==> src/rv_hazard_pkg.sv <==
`default_nettype none

package rv_hazard_pkg;

  // Hazard unit configuration
  // Forwarding to EX is assumed to exist outside this model
  localparam int FWD = 1;
  // The register file has no write-through, so a WB producer must stall ID
  localparam int FWD_REGFILE = 0;

  localparam int MEM_TYPE_BRAM = 0;
  localparam int MEM_TYPE_SRAM = 1;
  localparam int MEM_TYPE = MEM_TYPE_BRAM;

  // Redirect takes effect one cycle late when the PC is registered
  localparam int PC_REG = 1;

  // A multiply stays in EX for this many cycles
  localparam int MUL_CYCLES = 3;

  // Stage registers after ID and their indices in the stage vectors
  localparam int NUM_STAGES = 3;
  localparam int STAGE_EX = 0;
  localparam int STAGE_MEM = 1;
  localparam int STAGE_WB = 2;

  localparam int REG_W = 5;
  localparam int TAG_W = 8;
  localparam int KIND_W = 2;

  // Result kind of a descriptor, which decides when its value can be forwarded
  localparam logic [KIND_W-1:0] KIND_ALU = 2'd0;
  localparam logic [KIND_W-1:0] KIND_LOAD = 2'd1;
  localparam logic [KIND_W-1:0] KIND_CSR = 2'd2;
  localparam logic [KIND_W-1:0] KIND_MUL = 2'd3;

  localparam int PC_SEL_W = 2;
  localparam logic [PC_SEL_W-1:0] PC_SEL_SEQ = 2'd0;
  localparam logic [PC_SEL_W-1:0] PC_SEL_PREDICTED = 2'd1;
  localparam logic [PC_SEL_W-1:0] PC_SEL_REDIRECT = 2'd2;

  // Packed descriptor layout, LSB first
  // The mispredict flag sits at bit 0, then kind, reg_write, rd and the tag on top
  localparam int MISP_BIT = 0;
  localparam int KIND_LSB = MISP_BIT + 1;
  localparam int WE_BIT = KIND_LSB + KIND_W;
  localparam int RD_LSB = WE_BIT + 1;
  localparam int TAG_LSB = RD_LSB + REG_W;
  localparam int DESC_W = TAG_LSB + TAG_W;

endpackage

`default_nettype wire

==> src/rv_hazard.sv <==
`timescale 1ns/1ns
`default_nettype none

// Hazard detection for the ID issue slot
// Everything here is combinational, so the stall and flushes follow their inputs
// in the same cycle
module rv_hazard #(
  parameter int FWD = rv_hazard_pkg::FWD,
  parameter int FWD_REGFILE = rv_hazard_pkg::FWD_REGFILE,
  parameter int MEM_TYPE = rv_hazard_pkg::MEM_TYPE,
  parameter int PC_REG = rv_hazard_pkg::PC_REG
) (
  input  logic [rv_hazard_pkg::REG_W-1:0]    rs1_id,
  input  logic [rv_hazard_pkg::REG_W-1:0]    rs2_id,
  input  logic                               rs1_used_id,
  input  logic                               rs2_used_id,
  input  logic                               valid_ex,
  input  logic [rv_hazard_pkg::REG_W-1:0]    rd_ex,
  input  logic                               reg_write_ex,
  input  logic [rv_hazard_pkg::KIND_W-1:0]   kind_ex,
  input  logic                               op_active_ex,
  input  logic                               valid_mem,
  input  logic [rv_hazard_pkg::REG_W-1:0]    rd_mem,
  input  logic                               reg_write_mem,
  input  logic [rv_hazard_pkg::KIND_W-1:0]   kind_mem,
  input  logic                               mispredict_mem,
  input  logic                               valid_wb,
  input  logic [rv_hazard_pkg::REG_W-1:0]    rd_wb,
  input  logic                               reg_write_wb,
  input  logic [rv_hazard_pkg::PC_SEL_W-1:0] pc_sel,
  input  logic                               btb_pred_taken,
  input  logic                               ras_pred_taken,
  input  logic                               redir_pending_if,
  input  logic                               stall_ex,
  input  logic                               stall_mem,
  output logic                               data_hazard_id,
  output logic                               if_id_flush,
  output logic                               id_ex_flush,
  output logic                               ex_mem_flush
);

  // True when a valid producer writes a register that ID actually reads
  // Register zero never creates a dependency
  function automatic logic src_match(
    input logic                            valid,
    input logic                            we,
    input logic [rv_hazard_pkg::REG_W-1:0] rd,
    input logic [rv_hazard_pkg::REG_W-1:0] rs1,
    input logic                            rs1_used,
    input logic [rv_hazard_pkg::REG_W-1:0] rs2,
    input logic                            rs2_used
  );
    src_match = valid && we && (rd != '0) &&
                ((rs1_used && (rd == rs1)) || (rs2_used && (rd == rs2)));
  endfunction

  logic ex_hit;
  logic mem_hit;
  logic wb_hit;
  logic wb_stall;
  logic sram;
  logic late_ex;
  logic late_mem;
  logic raw_stall;
  logic redir_mem;
  logic control_flush;
  logic pred_flush;
  logic pend_redir;

  assign ex_hit = src_match(valid_ex, reg_write_ex, rd_ex,
                            rs1_id, rs1_used_id, rs2_id, rs2_used_id);
  assign mem_hit = src_match(valid_mem, reg_write_mem, rd_mem,
                             rs1_id, rs1_used_id, rs2_id, rs2_used_id);
  assign wb_hit = src_match(valid_wb, reg_write_wb, rd_wb,
                            rs1_id, rs1_used_id, rs2_id, rs2_used_id);

  // Without write-through in the register file the WB value is not visible to ID yet
  assign wb_stall = (FWD_REGFILE == 0) && wb_hit;

  // Results that forwarding cannot deliver in time
  // CSR and multiply values only exist at WB
  // SRAM load data is ready in MEM, BRAM data only in WB
  assign sram = (MEM_TYPE == rv_hazard_pkg::MEM_TYPE_SRAM);
  assign late_ex = (kind_ex == rv_hazard_pkg::KIND_CSR) ||
                   (kind_ex == rv_hazard_pkg::KIND_MUL) ||
                   (!sram && (kind_ex == rv_hazard_pkg::KIND_LOAD));
  assign late_mem = (kind_mem == rv_hazard_pkg::KIND_CSR) ||
                    (kind_mem == rv_hazard_pkg::KIND_MUL) ||
                    (!sram && (kind_mem == rv_hazard_pkg::KIND_LOAD));

  // With forwarding only late producers stall ID; without it every match does
  assign raw_stall = (FWD != 0) ?
                     ((late_ex && ex_hit) || (late_mem && mem_hit) || wb_stall) :
                     (ex_hit || mem_hit || wb_stall);

  // A mispredicted branch resolved in MEM redirects the front end
  assign redir_mem = valid_mem && mispredict_mem;
  assign control_flush = (pc_sel == rv_hazard_pkg::PC_SEL_REDIRECT) || redir_mem;

  // The stalled consumer is on the wrong path during a redirect, so release it
  assign data_hazard_id = raw_stall && !control_flush;

  // BTB hits steer fetch early and need no flush
  // A RAS or static prediction comes after the sequential fetch, which must go
  // It only fires when ID really advances
  assign pred_flush = (pc_sel == rv_hazard_pkg::PC_SEL_PREDICTED) &&
                      (!btb_pred_taken || ras_pred_taken) &&
                      !data_hazard_id && !op_active_ex && !stall_ex;

  // With a registered PC one more wrong-path fetch slips in after the redirect
  assign pend_redir = (PC_REG != 0) && redir_pending_if;

  assign if_id_flush = control_flush || pred_flush || pend_redir;

  // A stalled EX still holds the redirecting instruction and must keep it
  assign id_ex_flush = (control_flush && !stall_ex) || pend_redir;

  // MEM gets bubbles behind a redirect, and while a multiply is busy in EX
  assign ex_mem_flush = (redir_mem && !stall_mem) || op_active_ex;

endmodule

`default_nettype wire

==> src/rv_id_issue.sv <==
`timescale 1ns/1ns
`default_nettype none

// ID issue slot holding one decoded descriptor
module rv_id_issue (
  input  logic                               clk,
  input  logic                               arst_n,
  input  logic                               in_valid,
  input  logic [rv_hazard_pkg::TAG_W-1:0]    in_tag,
  input  logic [rv_hazard_pkg::REG_W-1:0]    in_rs1,
  input  logic [rv_hazard_pkg::REG_W-1:0]    in_rs2,
  input  logic                               in_rs1_used,
  input  logic                               in_rs2_used,
  input  logic [rv_hazard_pkg::REG_W-1:0]    in_rd,
  input  logic                               in_reg_write,
  input  logic [rv_hazard_pkg::KIND_W-1:0]   in_kind,
  input  logic                               in_mispredict,
  input  logic                               data_hazard_id,
  input  logic                               ex_hold,
  input  logic                               if_id_flush,
  output logic                               in_ready,
  output logic [rv_hazard_pkg::REG_W-1:0]    rs1_id,
  output logic [rv_hazard_pkg::REG_W-1:0]    rs2_id,
  output logic                               rs1_used_id,
  output logic                               rs2_used_id,
  output logic                               issue_valid,
  output logic [rv_hazard_pkg::DESC_W-1:0]   issue_desc,
  output logic                               id_hold
);

  logic                             slot_valid;
  logic                             take;
  logic [rv_hazard_pkg::REG_W-1:0]  rs1_q;
  logic [rv_hazard_pkg::REG_W-1:0]  rs2_q;
  logic                             rs1_used_q;
  logic                             rs2_used_q;
  logic [rv_hazard_pkg::DESC_W-1:0] desc_q;

  // ID waits on a data hazard or on anything that keeps EX occupied
  assign id_hold = data_hazard_id || ex_hold;
  assign issue_valid = slot_valid && !id_hold;

  // The slot frees up in the same cycle its descriptor issues
  assign in_ready = !slot_valid || !id_hold;
  assign take = in_valid && in_ready;

  // A new descriptor wins over a flush on the same edge
  always_ff @(posedge clk or negedge arst_n) begin
    if (!arst_n) begin
      slot_valid <= 1'b0;
    end else if (take) begin
      slot_valid <= 1'b1;
    end else if (if_id_flush || issue_valid) begin
      slot_valid <= 1'b0;
    end
  end

  // Sources stay beside the slot and only the stage fields travel on
  always_ff @(posedge clk) begin
    if (take) begin
      rs1_q <= in_rs1;
      rs2_q <= in_rs2;
      rs1_used_q <= in_rs1_used;
      rs2_used_q <= in_rs2_used;
      desc_q <= {in_tag, in_rd, in_reg_write, in_kind, in_mispredict};
    end
  end

  assign rs1_id = rs1_q;
  assign rs2_id = rs2_q;
  // An empty slot reads nothing and so raises no hazard
  assign rs1_used_id = slot_valid && rs1_used_q;
  assign rs2_used_id = slot_valid && rs2_used_q;
  assign issue_desc = desc_q;

endmodule

`default_nettype wire

==> src/rv_stage_reg.sv <==
`timescale 1ns/1ns
`default_nettype none

// One pipeline register carrying a stage descriptor
module rv_stage_reg (
  input  logic                             clk,
  input  logic                             arst_n,
  input  logic                             in_valid,
  input  logic [rv_hazard_pkg::DESC_W-1:0] in_desc,
  input  logic                             in_hold,
  input  logic                             hold,
  input  logic                             flush,
  output logic                             valid,
  output logic [rv_hazard_pkg::DESC_W-1:0] desc
);

  logic                             valid_q;
  logic [rv_hazard_pkg::DESC_W-1:0] desc_q;

  // Hold keeps the stage as it is, even against a flush
  // Otherwise a flush, a held upstream or an empty upstream gives a bubble
  always_ff @(posedge clk or negedge arst_n) begin
    if (!arst_n) begin
      valid_q <= 1'b0;
    end else if (!hold) begin
      valid_q <= in_valid && !in_hold && !flush;
    end
  end

  // The payload follows upstream whenever the stage moves
  // Under a bubble it is simply ignored
  always_ff @(posedge clk) begin
    if (!hold) begin
      desc_q <= in_desc;
    end
  end

  assign valid = valid_q;
  assign desc = desc_q;

endmodule

`default_nettype wire

==> src/rv_ex_occupancy.sv <==
`timescale 1ns/1ns
`default_nettype none

// Keeps a multiply in EX for a fixed number of cycles and builds the stage holds
module rv_ex_occupancy (
  input  logic                                 clk,
  input  logic                                 arst_n,
  input  logic                                 ex_valid,
  input  logic [rv_hazard_pkg::KIND_W-1:0]     ex_kind,
  input  logic                                 stall_ex,
  input  logic                                 stall_mem,
  input  logic                                 stall_wb,
  output logic                                 op_active_ex,
  output logic [rv_hazard_pkg::NUM_STAGES-1:0] stage_hold
);

  localparam int CNT_W = $clog2(rv_hazard_pkg::MUL_CYCLES + 1);

  logic [CNT_W-1:0] cnt;
  logic             seen;
  logic             fresh;

  // A multiply is fresh in its first cycle in EX, before it has been counted
  assign fresh = ex_valid && (ex_kind == rv_hazard_pkg::KIND_MUL) && !seen;
  assign op_active_ex = fresh || (cnt != '0);

  // Back-pressure runs from WB upwards, so each stage also waits on the ones below
  assign stage_hold[rv_hazard_pkg::STAGE_WB] = stall_wb;
  assign stage_hold[rv_hazard_pkg::STAGE_MEM] = stall_mem || stall_wb;
  assign stage_hold[rv_hazard_pkg::STAGE_EX] = op_active_ex || stall_ex ||
                                               stage_hold[rv_hazard_pkg::STAGE_MEM];

  // The fresh cycle counts as the first busy cycle, so load one less
  // seen stays up until EX moves on, which stops a finished multiply being counted again
  always_ff @(posedge clk or negedge arst_n) begin
    if (!arst_n) begin
      cnt <= '0;
      seen <= 1'b0;
    end else begin
      if (fresh) begin
        cnt <= CNT_W'(rv_hazard_pkg::MUL_CYCLES - 1);
      end else if (cnt != '0) begin
        cnt <= cnt - 1'b1;
      end
      seen <= fresh || (seen && stage_hold[rv_hazard_pkg::STAGE_EX]);
    end
  end

endmodule

`default_nettype wire

==> src/rv_hazard_top.sv <==
`timescale 1ns/1ns
`default_nettype none

// Hazard-control path of a five-stage pipeline with the ID slot, EX, MEM and WB
module rv_hazard_top (
  input  logic                               clk,
  input  logic                               arst_n,
  input  logic                               in_valid,
  input  logic [rv_hazard_pkg::TAG_W-1:0]    in_tag,
  input  logic [rv_hazard_pkg::REG_W-1:0]    in_rs1,
  input  logic [rv_hazard_pkg::REG_W-1:0]    in_rs2,
  input  logic                               in_rs1_used,
  input  logic                               in_rs2_used,
  input  logic [rv_hazard_pkg::REG_W-1:0]    in_rd,
  input  logic                               in_reg_write,
  input  logic [rv_hazard_pkg::KIND_W-1:0]   in_kind,
  input  logic                               in_mispredict,
  input  logic [rv_hazard_pkg::PC_SEL_W-1:0] pc_sel,
  input  logic                               btb_pred_taken,
  input  logic                               ras_pred_taken,
  input  logic                               redir_pending_if,
  input  logic                               stall_ex,
  input  logic                               stall_mem,
  input  logic                               stall_wb,
  output logic                               in_ready,
  output logic                               data_hazard_id,
  output logic                               if_id_flush,
  output logic                               id_ex_flush,
  output logic                               ex_mem_flush,
  output logic                               retire_valid,
  output logic [rv_hazard_pkg::TAG_W-1:0]    retire_tag
);

  localparam int NS = rv_hazard_pkg::NUM_STAGES;
  localparam int EX = rv_hazard_pkg::STAGE_EX;
  localparam int MEM = rv_hazard_pkg::STAGE_MEM;
  localparam int WB = rv_hazard_pkg::STAGE_WB;

  logic [rv_hazard_pkg::REG_W-1:0]  rs1_id;
  logic [rv_hazard_pkg::REG_W-1:0]  rs2_id;
  logic                             rs1_used_id;
  logic                             rs2_used_id;
  logic                             issue_valid;
  logic [rv_hazard_pkg::DESC_W-1:0] issue_desc;
  logic                             id_hold;
  logic                             op_active_ex;
  logic [NS-1:0]                    stage_hold;
  logic [NS-1:0]                    stage_flush;
  logic [NS-1:0]                    stage_valid;
  logic [rv_hazard_pkg::DESC_W-1:0] stage_desc [NS];

  rv_id_issue u_id_issue (
    .clk, .arst_n, .in_valid, .in_tag, .in_rs1, .in_rs2, .in_rs1_used, .in_rs2_used,
    .in_rd, .in_reg_write, .in_kind, .in_mispredict, .data_hazard_id,
    .ex_hold(stage_hold[EX]), .if_id_flush, .in_ready, .rs1_id, .rs2_id,
    .rs1_used_id, .rs2_used_id, .issue_valid, .issue_desc, .id_hold
  );

  // WB always retires, so it never sees a flush
  assign stage_flush[EX] = id_ex_flush;
  assign stage_flush[MEM] = ex_mem_flush;
  assign stage_flush[WB] = 1'b0;

  // EX is fed by the ID slot and every later stage by the one before it
  for (genvar i = 0; i < NS; i++) begin : g_stage
    logic                             up_valid;
    logic [rv_hazard_pkg::DESC_W-1:0] up_desc;
    logic                             up_hold;

    if (i == 0) begin : g_src
      assign up_valid = issue_valid;
      assign up_desc = issue_desc;
      assign up_hold = id_hold;
    end else begin : g_src
      assign up_valid = stage_valid[i-1];
      assign up_desc = stage_desc[i-1];
      assign up_hold = stage_hold[i-1];
    end

    rv_stage_reg u_stage (
      .clk, .arst_n, .in_valid(up_valid), .in_desc(up_desc), .in_hold(up_hold),
      .hold(stage_hold[i]), .flush(stage_flush[i]),
      .valid(stage_valid[i]), .desc(stage_desc[i])
    );
  end

  rv_ex_occupancy u_ex_occupancy (
    .clk, .arst_n, .ex_valid(stage_valid[EX]),
    .ex_kind(stage_desc[EX][rv_hazard_pkg::KIND_LSB +: rv_hazard_pkg::KIND_W]),
    .stall_ex, .stall_mem, .stall_wb, .op_active_ex, .stage_hold
  );

  rv_hazard u_hazard (
    .rs1_id, .rs2_id, .rs1_used_id, .rs2_used_id,
    .valid_ex(stage_valid[EX]),
    .rd_ex(stage_desc[EX][rv_hazard_pkg::RD_LSB +: rv_hazard_pkg::REG_W]),
    .reg_write_ex(stage_desc[EX][rv_hazard_pkg::WE_BIT]),
    .kind_ex(stage_desc[EX][rv_hazard_pkg::KIND_LSB +: rv_hazard_pkg::KIND_W]),
    .op_active_ex,
    .valid_mem(stage_valid[MEM]),
    .rd_mem(stage_desc[MEM][rv_hazard_pkg::RD_LSB +: rv_hazard_pkg::REG_W]),
    .reg_write_mem(stage_desc[MEM][rv_hazard_pkg::WE_BIT]),
    .kind_mem(stage_desc[MEM][rv_hazard_pkg::KIND_LSB +: rv_hazard_pkg::KIND_W]),
    .mispredict_mem(stage_desc[MEM][rv_hazard_pkg::MISP_BIT]),
    .valid_wb(stage_valid[WB]),
    .rd_wb(stage_desc[WB][rv_hazard_pkg::RD_LSB +: rv_hazard_pkg::REG_W]),
    .reg_write_wb(stage_desc[WB][rv_hazard_pkg::WE_BIT]),
    .pc_sel, .btb_pred_taken, .ras_pred_taken, .redir_pending_if, .stall_ex, .stall_mem,
    .data_hazard_id, .if_id_flush, .id_ex_flush, .ex_mem_flush
  );

  // Retirement is whatever sits valid in WB this cycle
  assign retire_valid = stage_valid[WB];
  assign retire_tag = stage_desc[WB][rv_hazard_pkg::TAG_LSB +: rv_hazard_pkg::TAG_W];

endmodule

`default_nettype wire

==> config.mk <==
export PLATFORM = sky130hd
export DESIGN_NAME = rv_hazard_top
export DESIGN_NICKNAME = d
export VERILOG_FILES = /design/src/rv_hazard_pkg.sv /design/src/rv_hazard.sv /design/src/rv_id_issue.sv /design/src/rv_stage_reg.sv /design/src/rv_ex_occupancy.sv /design/src/rv_hazard_top.sv
export SDC_FILE = /design/constraint.sdc
export NUM_CORES = 1
export LEC_CHECK = 0
export BUFFER_PORTS_ARGS = -buffer_cell sky130_fd_sc_hd__buf_4
export CAP_MARGIN = 5
export CELL_PAD_IN_SITES_DETAIL_PLACEMENT = 0
export CELL_PAD_IN_SITES_GLOBAL_PLACEMENT = 1
export CORE_AREA = 4 4 96 80
export DETAILED_ROUTE_END_ITERATION = 8
export DIE_AREA = 0 0 100 84
export PLACE_DENSITY_LB_ADDON = 0.12
export SLEW_MARGIN = 25
export SYNTH_ARGS = -nofsm -noshare
export SYNTH_HDL_FRONTEND = slang
export SYNTH_HIERARCHICAL = 1
export SYNTH_SLANG_ARGS = --single-unit
==> constraint.sdc <==
create_clock -name clk -period 5.75 [get_ports clk]
set_clock_uncertainty 0.05 [all_clocks]
set_input_delay 1.15 -clock clk [delete_from_list [all_inputs] [get_ports clk]]
set_output_delay 1.15 -clock clk [all_outputs]
set_load 0.02 [all_outputs]
==> impl_metrics.tcl, run 1 <==
set metrics [dict create \
    antenna_found_initial 0 \
    fin_setup_tns_ns 0 \
    finalMaxSlewViolations 0 \
    nets 291 \
    clkTransAtPathRegs_ns 0.09 \
    die_w_um 100 \
    syn_area_um2 3210 \
    synthCells 187 \
    critPathLaunchType "flop" \
    cts.htree.levels 3 \
    holdBufCountCts 0 \
    grt_first_pass_wirelength_um 8360 \
    fin_crit_sh_pct 61.3 \
    multi_input_area_um2 677 \
    cts_made_buffers 9 \
    internal_power_mw 1.00 \
    via_per_inst 4.83 \
    fmax_ghz 0.284 \
    cts-resized-gates 0 \
    setup_slack_ns 2.23 \
    cts-root-buf "clkbuf_8" \
    cts_buffer_depth 2 \
    clkPwrFrac_pct 31.5 \
    dp_hpwl_um 3800 \
    cp_slowest_cell "edfxtp_1" \
    gp_congestion 0.874 \
    core_um2 6720 \
    start_util_pct 47.8 \
    die-area_um2 8400 \
    area_growth_pct 22.0 \
    grt_max_degree 30 \
    overflow 0 \
    clock-sinks 84 \
    p_switching_mw 0.311 \
    antennaDiodeCount 0 \
    hold_slack_ns 0.369 \
    worst_slew_pin_slew_ns 0.976 \
    hold_violations 0 \
    grt_use_total_pct 13.5 \
    final_cell_mix "edfxtp_1 (77), buf_4 (53), xnor2_1 (31)" \
    drt_iter0_markers 79 \
    status "complete, no violations" \
    post-place-ws_ns 2.37 \
    drive_gt1_share_pct 29.8 \
    cts_tree "yes" \
    arrival_ns 2.32 \
    rsz0062_at_grt "false" \
    wire_per_inst_um 15.3 \
    synth_nets 228 \
    die_h_um 84 \
    power_density_nw_per_um2 335 \
    syn_area_per_cell_um2 17.2 \
    drcViolationCount 0 \
    ant_nets 0 \
    clock_latency_ns 0.35 \
    totalWireLength_um 5250 \
    seq_area_um2 2490 \
    dr.pass1.iters 4 \
    fill_cells 535 \
    endpoint_kind "primary output" \
    postCtsSetupRepairBufs 0 \
    max_slew_margin_pct 34.8 \
    min_period_ns 3.52 \
    cp_top_family "compound AO/OA/AOI/OAI gates" \
    grt_pass1_vias 1642 \
    crit_fanout 3 \
    worstPathCellList "or3_1 -> o311a_1 -> a222oi_1 -> nor2_1 -> o21ai_2 -> buf_4" \
    worst_path_largest_cell_delay_ns 0.44 \
    worstSetupPathType "flop to primary output" \
    min_path_type "flop to flop" \
    yosysWarnings 6 \
    layout.cells.most_common "edfxtp_1" \
    power_leakage_nw 1.41 \
    pin_count 54 \
    p_seq_share_pct 56.8 \
    rows 27 \
    irDropWorstVdd_uv 212 \
    setup-violations-final 0 \
    path_buf_inv 1 \
    switching_share_pct 23.7 \
    max_cap_viol_count 0 \
    io_buffers 53 \
    combPwrFrac_pct 11.7 \
    worstPathRequired_ns 4.55 \
    num_vias 1653 \
]
-- worst register-to-register path: cells and delay by family, from the launching register on --
kind            cells  cell delay, ns
flops               1            0.44
simple gates        3            0.81
compound gates      3            1.44
-- final cells by class --
cell class	count	area share, %
sequential	84	63.5
multi-input combinational	89	17.3
timing repair buffer	53	10.2
clock buffer	10	3.26
tap	87	2.78
clock inverter	6	1.82
inverter	13	1.25
-- power by group through the flow --
stage	Combinational [mW]	Clock, mW	Sequential [mW]
finish	0.153	0.414	0.746
global route	0.167	0.457	0.752
CTS	0.156	0.427	0.747
detailed placement	0.154	0	0.761
global placement	0.153	0	0.759
floorplan	0.0956	0	0.756
-- path summary, 6_finish.rpt --
kind                                       startpoint                           to  slack (ns)  cells after the start
setup / recovery           g_stage[2].u_stage/desc[4]                     in_ready        2.23                      6
hold / removal              u_id_issue/issue_desc[10]  g_stage[0].u_stage/desc[10]        0.37                      0
setup reg to reg           g_stage[2].u_stage/desc[4]    u_id_issue/issue_desc[10]        2.61                      6
hold reg to reg             u_id_issue/issue_desc[10]  g_stage[0].u_stage/desc[10]        0.37                      0
max in group asynchronous                      arst_n     g_stage[1].u_stage/valid        4.96                      1
min in group asynchronous                      arst_n     g_stage[0].u_stage/valid        0.55                      1
-- flip-flops by register name, indices dropped and copies added, names as in the netlist --
signal / count
g_stage.u_stage/desc: 48
g_stage.u_stage/valid: 3
u_ex_occupancy/cnt: 2
u_ex_occupancy/seen: 1
u_id_issue/issue_desc: 17
u_id_issue/rs1_id: 5
u_id_issue/rs1_used_q: 1
u_id_issue/rs2_id: 5
u_id_issue/rs2_used_q: 1
u_id_issue/slot_valid: 1
-- routing by layer --
layer	vias to the layer above	wire length (µm)	GRT usage, %
met4	0	63	4.90
met2	57	2450	20.1
met5	-	0	0
met1	770	2270	18.0
met3	6	463	5.10
li1	820	-	-
-- through the flow --
stage / std cells / util, % / power [mW] / area [µm²]
floorplan: 187 / - / 0.852 / 3210
global placement: 326 / 55.3 / 0.913 / 3720
detailed placement: 326 / 55.3 / 0.915 / 3720
CTS: 342 / 58.3 / 1.33 / 3920
global route: 342 / 58.3 / 1.38 / 3920
finish: 342 / 58.3 / 1.31 / 3920
Note: power is estimated with default switching activity, not from simulation.
==> run 2, diff against run 1 <==
--- a/config.mk
+++ b/config.mk
@@ -9,9 +9,9 @@
 export CAP_MARGIN = 5
 export CELL_PAD_IN_SITES_DETAIL_PLACEMENT = 0
 export CELL_PAD_IN_SITES_GLOBAL_PLACEMENT = 1
-export CORE_AREA = 4 4 96 80
+export CORE_AREA = 4 4 99 82
 export DETAILED_ROUTE_END_ITERATION = 8
-export DIE_AREA = 0 0 100 84
+export DIE_AREA = 0 0 103 86
 export PLACE_DENSITY_LB_ADDON = 0.12
 export SLEW_MARGIN = 25
 export SYNTH_ARGS = -nofsm -noshare
==> constraint.sdc (replaced) <==
create_clock -name clk -period 3.5 [get_ports clk]
set_clock_uncertainty 0.05 [all_clocks]
set_input_delay 0.7 -clock clk [delete_from_list [all_inputs] [get_ports clk]]
set_output_delay 0.7 -clock clk [all_outputs]
set_load 0.02 [all_outputs]
==> run 2 against run 1 <==
Compared with the run above: first-iteration DRC count rose by 43%; flip-flop and latch count did not move; worst setup slack got worse by 1.8 ns; utilization is 3.9 points lower; cell count rose by 1.2%; worst hold slack worse by 0.26 ns; non-clock buffer count increased by 1; routed wire length increased by 3.1%; clock power up 63%; highest routed layer unchanged.
==> impl_metrics.tcl, run 2 (synthesized netlist as in run 1, its figures left out) <==
set metrics [dict create \
    die-area_um2 8860 \
    fmax_ghz 0.330 \
    final_cell_mix "edfxtp_1 (77), buf_4 (54), xnor2_1 (31)" \
    p_total_mw 2.15 \
    fin_setup_tns_ns 0 \
    nets 292 \
    arrival_ns 2.28 \
    die_w_um 103 \
    max_slew_margin_pct 55.3 \
    cts-root-buf "clkbuf_8" \
    holdBufCountCts 0 \
    overflow 0 \
    cts-resized-gates 0 \
    drt_iter0_markers 113 \
    power_leakage_nw 1.41 \
    rsz0062_at_grt "false" \
    clock-sinks 84 \
    critPathLaunch "g_stage[2].u_stage/desc[4]" \
    grt_first_pass_wirelength_um 8430 \
    grt_pass1_vias 1635 \
    reg2reg_depth 7 \
    core_um2 7220 \
    irDropWorstVdd_uv 248 \
    dr.pass1.iters 4 \
    num_vias 1650 \
    die_h_um 86 \
    crit_fanout 3 \
    antenna_found_initial 0 \
    postCtsSetupRepairBufs 0 \
    setup_slack_ns 0.470 \
    status "complete, no violations" \
    cts.htree.levels 3 \
    min_path_type "primary input to async pin" \
    totalWireLength_um 5410 \
    setup-violations-final 0 \
    endpoint_kind "primary output" \
    critPathLaunchType "flop" \
    drcViolationCount 0 \
    wire_per_inst_um 15.6 \
    io_buffers 53 \
    grt_max_degree 30 \
    hold_slack_ns 0.109 \
    start_util_pct 44.5 \
    min_period_ns 3.03 \
    area_growth_pct 22.1 \
    hold_violations 0 \
    rows 28 \
    pin_count 54 \
    worstPathRequired_ns 2.75 \
    drive_gt1_share_pct 30.1 \
    largest_reg_flops 48 \
    regToRegStartpoint "g_stage[2].u_stage/desc[4]" \
    fill_cells 590 \
    antennaDiodeCount 0 \
    layout.cells.most_common "edfxtp_1" \
    clkTransAtPathRegs_ns 0.09 \
    worst_slew_pin_slew_ns 0.669 \
    cts_tree "yes" \
    fin_crit_sh_pct 86.6 \
    clock_latency_ns 0.34 \
    max_cap_viol_count 0 \
    ant_nets 0 \
    reg2reg_to "u_id_issue/rs2_id[0]" \
    power_density_nw_per_um2 548 \
    utilization_pct 54.4 \
    via_per_inst 4.77 \
    reg2reg_slack_ns 0.76 \
    cts_buffer_depth 2 \
    gp_congestion 0.831 \
    finalMaxSlewViolations 0 \
    grt_use_total_pct 13.1 \
    cts_made_buffers 9 \
    endpoint "in_ready" \
    post-place-ws_ns 0.697 \
    worstSetupPathType "flop to primary output" \
    dp_hpwl_um 3960 \
]
-- run 2: final cells by class --
| class | count | area [µm²] | share of cell area, % |
|---|---|---|---|
| tap | 90 | 113 | 2.87 |
| timing repair buffer | 54 | 405 | 10.3 |
| clock buffer | 10 | 128 | 3.25 |
| inverter | 13 | 48.8 | 1.24 |
| clock inverter | 6 | 72.6 | 1.85 |
| sequential | 84 | 2490 | 63.4 |
| multi-input combinational | 89 | 669 | 17.1 |
-- run 2: metal layers --
layer	part of all wire, %	vias up	global-route usage, %	wire [µm]
met1	45	781	17.8	2450
met3	6.8	4	4.96	369
met5	0	-	0	0
met4	0.78	0	3.53	42
li1	-	819	-	-
met2	47	46	20.0	2550
-- run 2: critical path: stages (launching register included) --
cell and delay, ns:
edfxtp_1 0.43, or3_1 0.38, o311a_1 0.29, a222oi_1 0.37, nor2_1 0.14, o21ai_2 0.17, buf_4 0.17
-- run 2: power by group --
part	internal (mW)	switching, mW	total (mW)
Clock	0.337	0.338	0.676
Sequential	1.18	0.0441	1.23
Combinational	0.125	0.125	0.250
-- run 2: worst min path at each step --
stage          slack (ns)  cells after the start                startpoint                    endpoint
4_1_cts              0.09                      1                    arst_n       u_id_issue/slot_valid
5_1_grt              0.08                      1                    arst_n       u_ex_occupancy/cnt[0]
2_1_floorplan        0.35                      0                    arst_n    g_stage[0].u_stage/valid
3_5_place_dp         0.35                      0  u_id_issue/issue_desc[4]  g_stage[0].u_stage/desc[4]
3_3_place_gp         0.35                      0  u_id_issue/issue_desc[8]  g_stage[0].u_stage/desc[8]
6_report             0.11                      1                    arst_n         u_ex_occupancy/seen
-- run 2: through the flow --
| step | cell area [µm²] | instances |
|---|---|---|
| detailed placement | 3720 | 330 |
| global route | 3920 | 346 |
| CTS | 3920 | 346 |
| floorplan | 3210 | 187 |
| global placement | 3720 | 330 |
| finish | 3920 | 346 |
==> run 3, diff against run 2 <==
--- a/config.mk
+++ b/config.mk
@@ -13,6 +13,8 @@
 export DETAILED_ROUTE_END_ITERATION = 8
 export DIE_AREA = 0 0 103 86
 export PLACE_DENSITY_LB_ADDON = 0.12
+export REMOVE_ABC_BUFFERS = 1
+export SKIP_CTS_REPAIR_TIMING = 1
 export SLEW_MARGIN = 25
 export SYNTH_ARGS = -nofsm -noshare
 export SYNTH_HDL_FRONTEND = slang
==> run 3 against run 2 <==
Compared with the run above: utilization is 0.35 points higher; flip-flop and latch count stayed put; via count is 2.9% higher; worst hold slack worse by 0.0076 ns; sequential power hardly changed; register-to-register slack worse by 0.02 ns; cell count stayed put; worst setup slack better by 0.0063 ns; critical path type unchanged; largest power group unchanged.
==> impl_metrics.tcl, run 3 (synthesized netlist as in run 1, its figures left out) <==
set metrics [dict create \
    status "complete, no violations" \
    post_dp_cell_area_um2 3720 \
    fin_setup_tns_ns 0 \
    worstPathRequired_ns 2.75 \
    clock-sinks 84 \
    endpoint_kind "primary output" \
    grt_pass1_vias 1750 \
    via_per_inst 4.91 \
    cts_tree "yes" \
    irDropWorstVdd_uv 351 \
    p_total_mw 2.23 \
    core_um2 7220 \
    antenna_found_initial 0 \
    rsz0062_at_grt "false" \
    cts.htree.levels 3 \
    drive_gt1_share_pct 30.1 \
    ant_nets 0 \
    setup-violations-final 0 \
    path_buf_inv 1 \
    fill_cells 584 \
    cp_slowest_cell "edfxtp_1" \
    io_buffers 53 \
    min_period_ns 3.02 \
    worst_slew_pin_slew_ns 0.665 \
    power_leakage_nw 1.42 \
    pin_count 54 \
    wire_per_inst_um 15.9 \
    fin_crit_sh_pct 86.4 \
    final_cell_mix "edfxtp_1 (77), buf_4 (54), xnor2_1 (31)" \
    clkTransAtPathRegs_ns 0.08 \
    critPathLaunchType "flop" \
    overflow 0 \
    drt_iter0_markers 77 \
    cts_made_buffers 9 \
    clock_latency_ns 0.35 \
    dr.pass1.iters 5 \
    hold_violations 0 \
    worstPathCellList "or3_1 -> o311a_1 -> a222oi_1 -> nor2_1 -> o21ai_2 -> buf_4" \
    die_w_um 103 \
    layout.cells.most_common "edfxtp_1" \
    min_path_type "primary input to async pin" \
    drcViolationCount 0 \
    multi_input_area_um2 669 \
    grt_first_pass_wirelength_um 8800 \
    final_area_um2 3950 \
    die_h_um 86 \
    cp_top_family "compound AO/OA/AOI/OAI gates" \
    start_util_pct 44.5 \
    cts_buffer_depth 2 \
    worstSetupPathType "flop to primary output" \
    rows 28 \
    antennaDiodeCount 0 \
    die-area_um2 8860 \
    power_density_nw_per_um2 566 \
    crit_fanout 3 \
    cts-root-buf "clkbuf_8" \
    area_growth_pct 22.9 \
    grt_max_degree 30 \
    arrival_ns 2.27 \
    finalMaxSlewViolations 0 \
    nets 292 \
    fmax_ghz 0.331 \
    dp_hpwl_um 3900 \
    num_vias 1698 \
    grt_use_total_pct 13.6 \
    seq_area_um2 2490 \
    max_slew_margin_pct 55.6 \
    worst_path_largest_cell_delay_ns 0.45 \
    max_cap_viol_count 0 \
    gp_congestion 0.794 \
    totalWireLength_um 5510 \
    largest_reg_flops 48 \
]
## run 3: cell types whose count changed in the layout (fill, tap and decap cells not counted), sizes merged
cell,previous run,this run
clkinvlp,3,2
inv,15,14
clkbuf,10,11
bufinv,1,2
## run 3: through the flow
step / utilization [%] / hold WS (ns) / std cells / setup slack (ns)
after global routing: 54.7 / 0.0756 / 346 / 0.283
after detailed placement: 51.6 / 0.355 / 330 / 0.693
final: 54.7 / 0.102 / 346 / 0.476
after floorplan: - / 0.350 / 186 / 0.370
after global placement: 51.6 / 0.351 / 330 / 0.764
after CTS: 54.7 / 0.0817 / 346 / 0.427
## run 3: final timing paths
| kind | start | endpoint | slack, ns | cells after the start |
|---|---|---|---|---|
| setup / recovery | g_stage[2].u_stage/desc[5] | in_ready | 0.48 | 6 |
| hold / removal | arst_n | u_id_issue/slot_valid | 0.10 | 1 |
| setup reg to reg | g_stage[2].u_stage/desc[5] | u_id_issue/issue_desc[2] | 0.74 | 7 |
| hold reg to reg | g_stage[0].u_stage/desc[10] | g_stage[1].u_stage/desc[10] | 0.37 | 0 |
| max in group asynchronous | arst_n | g_stage[2].u_stage/valid | 3.16 | 1 |
| min in group clk | g_stage[0].u_stage/desc[10] | g_stage[1].u_stage/desc[10] | 0.37 | 0 |
## run 3: layout make-up
class                      count  share of cell area, %
clock inverter                 5                   2.12
inverter                      13                   1.24
tap                           90                   2.85
timing repair buffer          54                   10.3
multi-input combinational     89                   17.0
sequential                    84                   63.0
clock buffer                  11                   3.58
## run 3: report_power, final
part	switching, mW	internal [mW]
registers	0.0430	1.18
logic	0.126	0.124
clock network	0.334	0.424
total	0.503	1.73
## run 3: routing by layer
metal	wire, µm	up-vias	part of all wire [%]	GRT usage (%)
met4	57	0	1.0	4.82
met1	2580	828	47	18.5
met3	319	7	5.8	5.45
li1	-	820	-	-
met2	2550	43	46	19.9
met5	0	-	0	0
